==> config.mk <==
export PLATFORM = sky130hd
export DESIGN_NAME = pibus_subsystem
export DESIGN_NICKNAME = d
export VERILOG_FILES = /design/src/hdl/pibus_pkg.sv /design/src/hdl/pibus_subsystem.sv /design/src/hdl/pibus_mem_slave.sv /design/src/hdl/pibus_arbiter.sv /design/src/hdl/pibus_master.sv
export VERILOG_INCLUDE_DIRS = /design/src /design/src/include
export SDC_FILE = /design/constraint.sdc
export NUM_CORES = 2
export LEC_CHECK = 0
export BUFFER_PORTS_ARGS = -buffer_cell sky130_fd_sc_hd__buf_2
export CAP_MARGIN = 15
export CORE_MARGIN = 3
export CORE_UTILIZATION = 56
export DETAILED_ROUTE_END_ITERATION = 10
export GPL_ROUTABILITY_DRIVEN = 0
export PLACE_DENSITY_LB_ADDON = 0.1
export SYNTH_ARGS = -nofsm -noshare
export SYNTH_HDL_FRONTEND = slang
export SYNTH_SLANG_ARGS = --single-unit
==> constraint.sdc <==
create_clock -name clk -period 3.85 [get_ports clk]
set_clock_uncertainty 0.05 [all_clocks]
set_input_delay 0.5775 -clock clk [delete_from_list [all_inputs] [get_ports clk]]
set_output_delay 0.5775 -clock clk [all_outputs]
set_load 0.01 [all_outputs]
==> src/include/pibus_consts.svh <==
// Pi-bus segment constants
`ifndef PIBUS_CONSTS_SVH
`define PIBUS_CONSTS_SVH

// memory slave map, word addresses
`define PIBUS_MEM_WORDS   64
`define PIBUS_STALL_BASE  64    // stall window start
`define PIBUS_ERR_BASE    128   // error range start

// first attempt answers retry when this address bit is set
`define PIBUS_RETRY_BIT   4

// consecutive wait responses before the bus timeout
`define PIBUS_TOUT_CYCLES 16

`endif
==> src/hdl/pibus_pkg.sv <==
// Pi-bus types
package pibus_pkg;

   // slave response code
   typedef enum logic [2:0] {
      ACK_IDLE,
      ACK_RDY,
      ACK_WAT,
      ACK_RTR,
      ACK_ERR
   } pi_ack_e;

   typedef enum logic [3:0] {
      OPC_NOP  = 4'h0,   // no address phase
      OPC_WORD = 4'h1
   } pi_opc_e;

   typedef enum logic [2:0] {
      MST_IDLE,
      MST_REQ,
      MST_ADDR,
      MST_DATA,
      MST_RTRCT
   } pi_mst_state_e;

   // wishbone classic host side
   typedef struct packed {
      logic        cyc;
      logic        stb;
      logic        we;
      logic [29:0] adr;   // word address
      logic [31:0] dat;
   } wb_req_t;

   typedef struct packed {
      logic        ack;
      logic        err;
      logic [31:0] dat;
   } wb_rsp_t;

   // address phase
   typedef struct packed {
      logic [29:0] a;
      pi_opc_e     opc;
      logic        read;
   } pi_addr_t;

   typedef struct packed {
      pi_ack_e     ack;
      logic [31:0] dat;
   } pi_rsp_t;

endpackage

==> src/hdl/pibus_subsystem.sv <==
// Pi-bus segment top
module pibus_subsystem
   import pibus_pkg::*;
(
   input  logic    clk,
   input  logic    rst_n,
   input  wb_req_t wb_req,
   input  logic    req_ext,
   output wb_rsp_t wb_rsp,
   output logic    gnt_ext
);

   logic        req;
   logic        gnt;
   logic        tout;
   pi_addr_t    pi_addr;
   pi_rsp_t     pi_rsp;
   logic [31:0] dout;

   pibus_master master0 (
      .clk     (clk),
      .rst_n   (rst_n),
      .wb_req  (wb_req),
      .gnt     (gnt),
      .tout    (tout),
      .pi_rsp  (pi_rsp),
      .wb_rsp  (wb_rsp),
      .req     (req),
      .pi_addr (pi_addr),
      .dout    (dout)
   );

   // second requester comes from outside the segment
   pibus_arbiter arb0 (
      .clk     (clk),
      .rst_n   (rst_n),
      .req     (req),
      .req_ext (req_ext),
      .pi_rsp  (pi_rsp),
      .gnt     (gnt),
      .gnt_ext (gnt_ext),
      .tout    (tout)
   );

   pibus_mem_slave mem0 (
      .clk     (clk),
      .rst_n   (rst_n),
      .pi_addr (pi_addr),
      .din     (dout),
      .pi_rsp  (pi_rsp)
   );

endmodule

==> src/hdl/pibus_mem_slave.sv <==
// Pi-bus memory slave
`include "pibus_consts.svh"

module pibus_mem_slave
   import pibus_pkg::*;
(
   input  logic        clk,
   input  logic        rst_n,
   input  pi_addr_t    pi_addr,
   input  logic [31:0] din,
   output pi_rsp_t     pi_rsp
);

   localparam int IDX_W = $clog2(`PIBUS_MEM_WORDS);
   localparam int CNT_W = $clog2(`PIBUS_TOUT_CYCLES + 1);

   typedef enum logic [1:0] {
      KIND_MEM,
      KIND_STALL,
      KIND_ERR,
      KIND_RTR
   } kind_e;

   logic [31:0] mem [`PIBUS_MEM_WORDS];

   logic             open;       // data phase in progress
   kind_e            kind;
   logic [CNT_W-1:0] wcnt;
   logic             rtr_pend;
   logic [29:0]      adr_q;
   logic             read_q;

   kind_e            kind_d;
   pi_ack_e          ack;
   logic [IDX_W-1:0] idx;
   logic             stall_done;
   logic [31:0]      rdata;

   assign idx = adr_q[IDX_W-1:0];

   // decode of the address phase
   always_comb
   begin
      if (pi_addr.a >= 30'(`PIBUS_ERR_BASE))
         kind_d = KIND_ERR;
      else if (pi_addr.a >= 30'(`PIBUS_STALL_BASE))
         kind_d = KIND_STALL;
      else if (pi_addr.a[`PIBUS_RETRY_BIT] && !rtr_pend)
         kind_d = KIND_RTR;
      else
         kind_d = KIND_MEM;
   end

   // a stall runs one cycle past the bus timeout, then the phase closes
   assign stall_done = (wcnt == CNT_W'(`PIBUS_TOUT_CYCLES));

   always_comb
   begin
      ack = ACK_IDLE;
      if (open)
      begin
         case (kind)
            KIND_ERR:   ack = ACK_ERR;
            KIND_RTR:   ack = ACK_RTR;
            KIND_STALL: ack = ACK_WAT;
            default:    ack = (wcnt == CNT_W'(adr_q[1:0])) ? ACK_RDY : ACK_WAT;
         endcase
      end
   end

   assign rdata  = (ack == ACK_RDY && read_q) ? mem[idx] : '0;
   assign pi_rsp = '{ack: ack, dat: rdata};

   always_ff @(posedge clk)
   begin
      if (!rst_n)
      begin
         open     <= 1'b0;
         kind     <= KIND_MEM;
         wcnt     <= '0;
         rtr_pend <= 1'b0;
      end
      else if (pi_addr.opc == OPC_WORD)
      begin
         open <= 1'b1;
         kind <= kind_d;
         wcnt <= '0;
      end
      else if (open)
      begin
         if (ack == ACK_RTR)
            rtr_pend <= 1'b1;
         else if (ack == ACK_RDY)
            rtr_pend <= 1'b0;   // repeated attempt went through
         if (ack != ACK_WAT || (kind == KIND_STALL && stall_done))
            open <= 1'b0;
         else
            wcnt <= wcnt + 1'b1;
      end
   end

   always_ff @(posedge clk)
   begin
      if (pi_addr.opc == OPC_WORD)
      begin
         adr_q  <= pi_addr.a;
         read_q <= pi_addr.read;
      end
      if (ack == ACK_RDY && !read_q)
         mem[idx] <= din;   // write lands on ready
   end

endmodule

==> src/hdl/pibus_arbiter.sv <==
// Pi-bus arbiter and bus timeout
`include "pibus_consts.svh"

module pibus_arbiter
   import pibus_pkg::*;
(
   input  logic    clk,
   input  logic    rst_n,
   input  logic    req,
   input  logic    req_ext,
   input  pi_rsp_t pi_rsp,
   output logic    gnt,
   output logic    gnt_ext,
   output logic    tout
);

   localparam int TOUT_W = $clog2(`PIBUS_TOUT_CYCLES + 1);

   logic prio_ext;   // external side wins the next tie

   logic hold_m;
   logic hold_e;
   logic pick_m;
   logic pick_e;

   logic [TOUT_W-1:0] wat_cnt;

   // owner keeps the bus as long as it requests
   assign hold_m = gnt & req;
   assign hold_e = gnt_ext & req_ext;

   assign pick_m = req & (~req_ext | ~prio_ext);
   assign pick_e = req_ext & ~pick_m;

   always_ff @(posedge clk)
   begin
      if (!rst_n)
      begin
         gnt      <= 1'b0;
         gnt_ext  <= 1'b0;
         prio_ext <= 1'b0;
      end
      else if (!hold_m && !hold_e)
      begin
         gnt     <= pick_m;
         gnt_ext <= pick_e;
         if (pick_m)
            prio_ext <= 1'b1;
         else if (pick_e)
            prio_ext <= 1'b0;
      end
   end

   // counts back-to-back wait answers
   always_ff @(posedge clk)
   begin
      if (!rst_n)
      begin
         wat_cnt <= '0;
         tout    <= 1'b0;
      end
      else
      begin
         tout <= 1'b0;
         if (pi_rsp.ack != ACK_WAT)
            wat_cnt <= '0;
         else if (wat_cnt == TOUT_W'(`PIBUS_TOUT_CYCLES - 1))
         begin
            wat_cnt <= '0;
            tout    <= 1'b1;
         end
         else
            wat_cnt <= wat_cnt + 1'b1;
      end
   end

endmodule

==> src/hdl/pibus_master.sv <==
// Pi-bus master controller
module pibus_master
   import pibus_pkg::*;
(
   input  logic        clk,
   input  logic        rst_n,
   input  wb_req_t     wb_req,
   input  logic        gnt,
   input  logic        tout,
   input  pi_rsp_t     pi_rsp,
   output wb_rsp_t     wb_rsp,
   output logic        req,
   output pi_addr_t    pi_addr,
   output logic [31:0] dout
);

   pi_mst_state_e state;

   logic        ack_q;
   logic        err_q;
   logic [31:0] rdat_q;

   // latched host request
   logic [29:0] adr_q;
   logic        we_q;
   logic [31:0] wdat_q;

   logic start;
   logic abort;
   logic done;

   // ack or err still showing means the host has not dropped stb yet
   assign start = (state == MST_IDLE) && wb_req.cyc && wb_req.stb && !ack_q && !err_q;

   // timeout wins over whatever the slave answers
   assign abort = (state == MST_DATA) && (tout || (pi_rsp.ack == ACK_ERR));
   assign done  = (state == MST_DATA) && !tout && (pi_rsp.ack == ACK_RDY);

   always_ff @(posedge clk)
   begin
      if (!rst_n)
      begin
         state <= MST_IDLE;
         req   <= 1'b0;
         ack_q <= 1'b0;
         err_q <= 1'b0;
      end
      else
      begin
         ack_q <= 1'b0;
         err_q <= 1'b0;
         case (state)
            MST_IDLE:
            begin
               if (start)
               begin
                  req   <= 1'b1;
                  state <= MST_REQ;
               end
            end
            MST_REQ:
            begin
               if (gnt)
                  state <= MST_ADDR;
            end
            MST_ADDR:
               state <= MST_DATA;   // single address cycle
            MST_DATA:
            begin
               if (abort)
               begin
                  req   <= 1'b0;
                  err_q <= 1'b1;
                  state <= MST_IDLE;
               end
               else if (done)
               begin
                  req   <= 1'b0;
                  ack_q <= 1'b1;
                  state <= MST_IDLE;
               end
               else if (pi_rsp.ack == ACK_RTR)
                  state <= MST_RTRCT;   // req stays up so the grant is kept
            end
            MST_RTRCT:
            begin
               if (gnt)
                  state <= MST_ADDR;
               else
                  state <= MST_REQ;
            end
            default:
            begin
               req   <= 1'b0;
               state <= MST_IDLE;
            end
         endcase
      end
   end

   // payload
   always_ff @(posedge clk)
   begin
      if (start)
      begin
         adr_q  <= wb_req.adr;
         we_q   <= wb_req.we;
         wdat_q <= wb_req.dat;
      end
      if (done && !we_q)
         rdat_q <= pi_rsp.dat;
   end

   always_comb
   begin
      pi_addr.a    = '0;
      pi_addr.opc  = OPC_NOP;
      pi_addr.read = 1'b0;
      if (state == MST_ADDR)
      begin
         pi_addr.a    = adr_q;
         pi_addr.opc  = OPC_WORD;
         pi_addr.read = !we_q;
      end
   end

   assign dout = wdat_q;   // held until the slave takes it on ready

   assign wb_rsp = '{ack: ack_q, err: err_q, dat: rdat_q};

endmodule

[Word level (Yosys, flattened, before mapping)]
Memory sizes are Yosys's and may differ from the RTL's. A register that Yosys moved wholly into a read port is not among the register bits.
Cells that the tools add are included.
Word-level totals
  latch bits: 0
  bits in writable memories: 2048
  output and inout port bits: 35
  memories: 1
  word-level logic and storage cells: 123
  register bits: 94
  input bits: 68
  memory bits (read-only): 0
Memory list
  mem0.mem: words 64, width 32, read ports 1, clocked after Yosys merged registers in 1, write ports 1, RTL line pibus_mem_slave.sv:24  | logic [31:0] mem [`PIBUS_MEM_WORDS];
Cells by class
  add/subtract/negate cells: 2
  shift-type cells: 0
  div/mod/pow operators: 0
  reductions and logical operators: 38
  bitwise operators: 13
  equality and inequality tests: 19
  multiplexer cells: 30
  $lt $le $gt $ge: 2
  $mul: 0
Operator list (count)
  two-way mux 35 bit: 1
  greater-or-equal comparator 30 x 7 -> 1 bit, second input constant: 1
  greater-or-equal comparator 30 x 8 -> 1 bit, second input constant: 1
  two-way mux 3 bit: 6
  two-way mux 1 bit: 15
  one-hot mux 3 bit (5 select lines): 1
  logical AND 1 bit: 13
  adder 5 x 1 -> 5 bit, second input constant: 2
  two-way mux 2 bit: 5
  equality test 3 x 2 -> 1 bit, second input constant: 3
  zero test 1 bit: 9
  one-hot mux 3 bit (3 select lines): 1
  AND reduction 3 bit: 3
  OR reduction 3 bit: 3
  NOT 1 bit: 8
  equality test 3 x 1 -> 1 bit, second input constant: 2
  equality test 3 bit, second input constant: 2
  AND reduction 2 bit: 3
  equality test 5 x 2 -> 1 bit: 1
  equality test 5 x 4 -> 1 bit, second input constant: 1
  equality test 5 bit, second input constant: 1
  bitwise AND 1 bit: 4
  equality test 2 bit, second input constant: 2
  equality test 4 x 1 -> 1 bit, second input constant: 1
  11 further kinds: 15

[Logic depth before layout (Yosys ltp)]
  depth in word-level cells: 9
  mapped depth: 11
  mapped depth without buffers: 7

[Hierarchy]
Synthesis repeated with hierarchy kept, for this count alone.
Second synthesis, totals
  cell total of the unflattened synthesis: 3486
  area total of the unflattened synthesis: 82865.7 µm²
By module, submodules not included
  pibus_mem_slave: cells an instance 3273, sequential area each 62009.5 µm², area an instance 79015.8 µm², instances 1
  pibus_master: cells an instance 174, sequential area each 2972.9 µm², area an instance 3453.3 µm², instances 1
  pibus_arbiter: cells an instance 39, sequential area each 180.2 µm², area an instance 396.6 µm², instances 1

[Worst setup path after synthesis]
OpenSTA, ideal clock, no wires.
  path type: reg-to-reg
  start: register master0.state[1]
  end: register master0.adr_q[0], enable pin
  required time: 3.309 ns
  arrival: 3.499 ns
  cell stages (with the launch flop): 4
  period minus slack after synthesis: 4.040 ns
  slack: -0.190 ns
  path buffers: 1
  library setup time: 0.491 ns
  cell sequence: dfxtp_1 > clkbuf_1 > nor3_1 > nor2b_1
Between the ends
  longest elaborated chain between the ends: 5
RTL lines
  from (decl): RTL line pibus_master.sv:17  | pi_mst_state_e state;
  from (signal assigned): RTL line pibus_master.sv:43  | state <= MST_IDLE;
  from (signal assigned): RTL line pibus_master.sv:58  | state <= MST_REQ;
  from (signal assigned): RTL line pibus_master.sv:64  | state <= MST_ADDR;
  zero test 3 bit: RTL line pibus_master.sv:33  | assign start = (state == MST_IDLE) && wb_req.cyc && wb_req.stb && !ack_q && !err_q;
  logical AND 1 bit (4 in series): RTL line pibus_master.sv:33
  net master0.start: RTL line pibus_master.sv:28  | logic start;
  to (signal assigned): RTL line pibus_master.sv:106  | adr_q <= wb_req.adr;
  to (decl): RTL line pibus_master.sv:24  | logic [29:0] adr_q;
The timed path passes the listed nets, and every way through them passes these cells.
A chain may end at the register's enable or synchronous reset.

==> out/results.ini <==
[pwr]
vdd_drop_max_v = 0.000409
total_power_mw = 48.0
leakagePower_nw = 31.2
powerDensity_mw_per_mm2 = 498

[critical_path]
r2r_slack_ns = 0.12
crit_fanout = 34
critPathRequiredTime_ns = 4.38
crit_type = flop to flop
rr_worst_depth = 9
crit_end = master0.rdat_q[20]
reg2reg_from = mem0.adr_q[2]
startpoint_type = flop
timing.rr.end = master0.rdat_q[20]
worstSetupStartpoint = mem0.adr_q[2]
worst_setup_path_end_kind = flop
arrival_ns = 4.26

[logic_synthesis]
syn_nets = 4457
ys_async_sr_fraction_pct = 0
yosys.area.top_type = edfxtp_1
yosysSeqAreaShare_pct = 78.2
synthesis.instances = 4385
netlist_area_mm2 = 0.0831
ys_types = 76
avgSynthCellArea_um2 = 19.0
synth_warnings = 0
synth_area_leaders = edfxtp_1, mux4_2, mux2i_1, a221oi_1, a22oi_1
synth_edf_count = 2150
synth_top_cell_area_share_pct = 77.6
ys_ff_latch = 2174
ys.flop_type = edfxtp_1

[final_layout]
syn2layout_area_growth_pct = 15.9
register_area_mm2 = 0.0650
final_net_count = 4922
multiInputGateArea_mm2 = 0.0170
final_cell_mix = edfxtp_1, mux2i_1, buf_4
n_fill_cell = 9758
final_common_cell = edfxtp_1
drive_gt1_share_pct = 22.2
final_cell_area_mm2 = 0.0964

[floorplanning]
ios = 103
start_util_pct = 56.7
die_h_um = 391
num_rows = 140
core-area_mm2 = 0.147
die-area_mm2 = 0.153
die_w_um = 391

[drt]
drc_errors = 0
vias = 49100
drtIter0Drc = 7870
via_per_inst = 7.05
antenna_left = 0
first_pass_iters = 6
wire_per_inst_um = 39.5
wl_um = 275000

[timing]
max_freq_ghz = 0.268
layout_min_cycle_time_ns = 3.73
worstMarginPinSlew_ns = 1.30
slew_headroom_pct = 12.3
hold_ws_ns = 0.0607
setup_ws_ns = 0.121
rsz0062_at_grt = no
finalSetupTns_ns = 0
slew_viol_final = 0
setup_violations = 0
hold_viol = 0
finalCritPeriodShare_pct = 96.9

[outcome]
status = completed

[clocking]
htree_levels = 4
numCtsBuffers = 212
cts_buffer_depth = 3
clk_latency_ns = 0.85
clk_pin_slew_ns = 0.06
cts-resized-gates = 0
root_buffer = clkbuf_16
tritoncts = built
cts.sinks = 2174

[global_routing]
grt-ovfl-total = 0
grt_pass1_wl_um = 379000
grt_pass1_vias = 46700
track_usage_pct = 36.2
grt_start_max_net_pins = 65
antenna_found_initial = 18

[flow_run]
maxCapViolCount = 0

[place]
place_hpwl_um = 164000
pre_cts_ws_ns = 0.343
dpl_cell_area_mm2 = 0.0888
port_buffers = 102

[min_path]
min_path_type = primary input to flop

repair_timing:
action / in CTS / in global routing
hold endpoints to repair: 65 / 0
hold buffers: 64 / 0
setup buffers: 0 / 0
critical path, cell delays in order, from the launching register on:
cell and delay [ns]:
edfxtp_1 0.51, buf_12 0.22, buf_4 0.20, and2_4 0.39
buf_4 0.33, a221oi_1 0.25, nor2_1 0.07, o21ai_0 0.87
and3_1 0.40, a31oi_1 0.12
metal layers:
| layer | vias to the layer above | global-route usage (%) | part of all wire, % |
|---|---|---|---|
| met5 | - | 0 | 0.035 |
| met4 | 14 | 14.0 | 4.4 |
| met3 | 650 | 11.3 | 15 |
| met2 | 3961 | 53.2 | 44 |
| met1 | 25300 | 51.1 | 37 |
| li1 | 19100 | - | - |
flip-flops by register name, indices dropped and copies added (netlist names):
register,flops
arb0.gnt,1
mem0.wcnt,5
master0.err_q,1
mem0.read_q,1
arb0.tout,1
mem0.open,1
master0.state,3
master0.req,1
master0.dout,32
arb0.wat_cnt,5
master0.we_q,1
mem0.adr_q,6
master0.ack_q,1
arb0.gnt_ext,1
mem0.rtr_pend,1
arb0.prio_ext,1
mem0.mem,2048
master0.rdat_q,32
master0.adr_q,30
mem0.kind,2
cell type report:
cell class	instances	area share [%]
multi-input cells	1908	17.6
repair buffers	540	5.20
flip-flops and latches	2174	67.5
well taps	1917	2.49
diodes	11	0.0286
clock buffers	267	5.83
inverters	14	0.0623
clock inverters	123	1.30
cell usage after synthesis, types with 7 or more instances:
library cell	n
nand2_1	97
dfxtp_1	24
nor4_1	9
a211oi_1	32
edfxtp_1	2150
clkbuf_1	73
o2bb2ai_1	7
mux2i_1	307
o211ai_1	7
a22oi_1	132
mux2_2	77
and3_1	18
o221ai_1	12
o21ai_0	117
o22ai_1	88
mux4_2	171
nor3_1	16
buf_4	54
buf_1	12
nand4_1	10
nor2b_1	12
nor2_1	221
nand2b_1	10
a221o_1	10
nand3_1	30
a32o_1	7
inv_1	12
a31oi_1	33
buf_2	119
a22o_1	15
a221oi_1	229
buf_6	29
a21oi_1	124
how the worst min path moves through the flow:
stage,startpoint,to,slack [ns],cells past startpoint
after floorplan,arb0.wat_cnt[0],arb0.wat_cnt[0],0.37,1
after global placement,arb0.wat_cnt[0],arb0.wat_cnt[0],0.38,1
after detailed placement,arb0.wat_cnt[0],arb0.wat_cnt[0],0.41,1
after CTS,req_ext,arb0.gnt_ext,0.006,5
after global routing,req_ext,arb0.gnt,0.10,4
final,req_ext,arb0.gnt_ext,0.06,5
metrics by stage:
| stage | std cells | utilization, % |
|---|---|---|
| 2_1_floorplan | 4385 | - |
| 3_3_place_gp | 6488 | 60.6 |
| 3_5_place_dp | 6488 | 60.6 |
| 4_1_cts | 6942 | 65.7 |
| 5_1_grt | 6944 | 65.7 |
| 6_report | 6954 | 65.7 |
power breakdown:
| group | switching (mW) | internal, mW |
|---|---|---|
| clock | 8.78 | 11.9 |
| sequential | 0.0473 | 26.0 |
| combinational | 0.885 | 0.356 |
| total | 9.71 | 38.3 |
cells by family (layout without fill, tap and decap cells):
family | Yosys count | count (layout) | share of synthesized area (%)
flip-flops | 2174 | 2174 | 78.2
AO/OA/AOI/OAI | 873 | 873 | 7.56
multiplexers | 560 | 560 | 9.46
AND/OR/NAND/NOR | 462 | 462 | 2.53
buffers and inverters | 303 | 944 | 2.08
XOR/XNOR | 9 | 9 | 0.0948
adder cells (fa/ha/maj) | 4 | 4 | 0.0602
other | 0 | 11 | 0
Power figures use the tool's default switching activity.
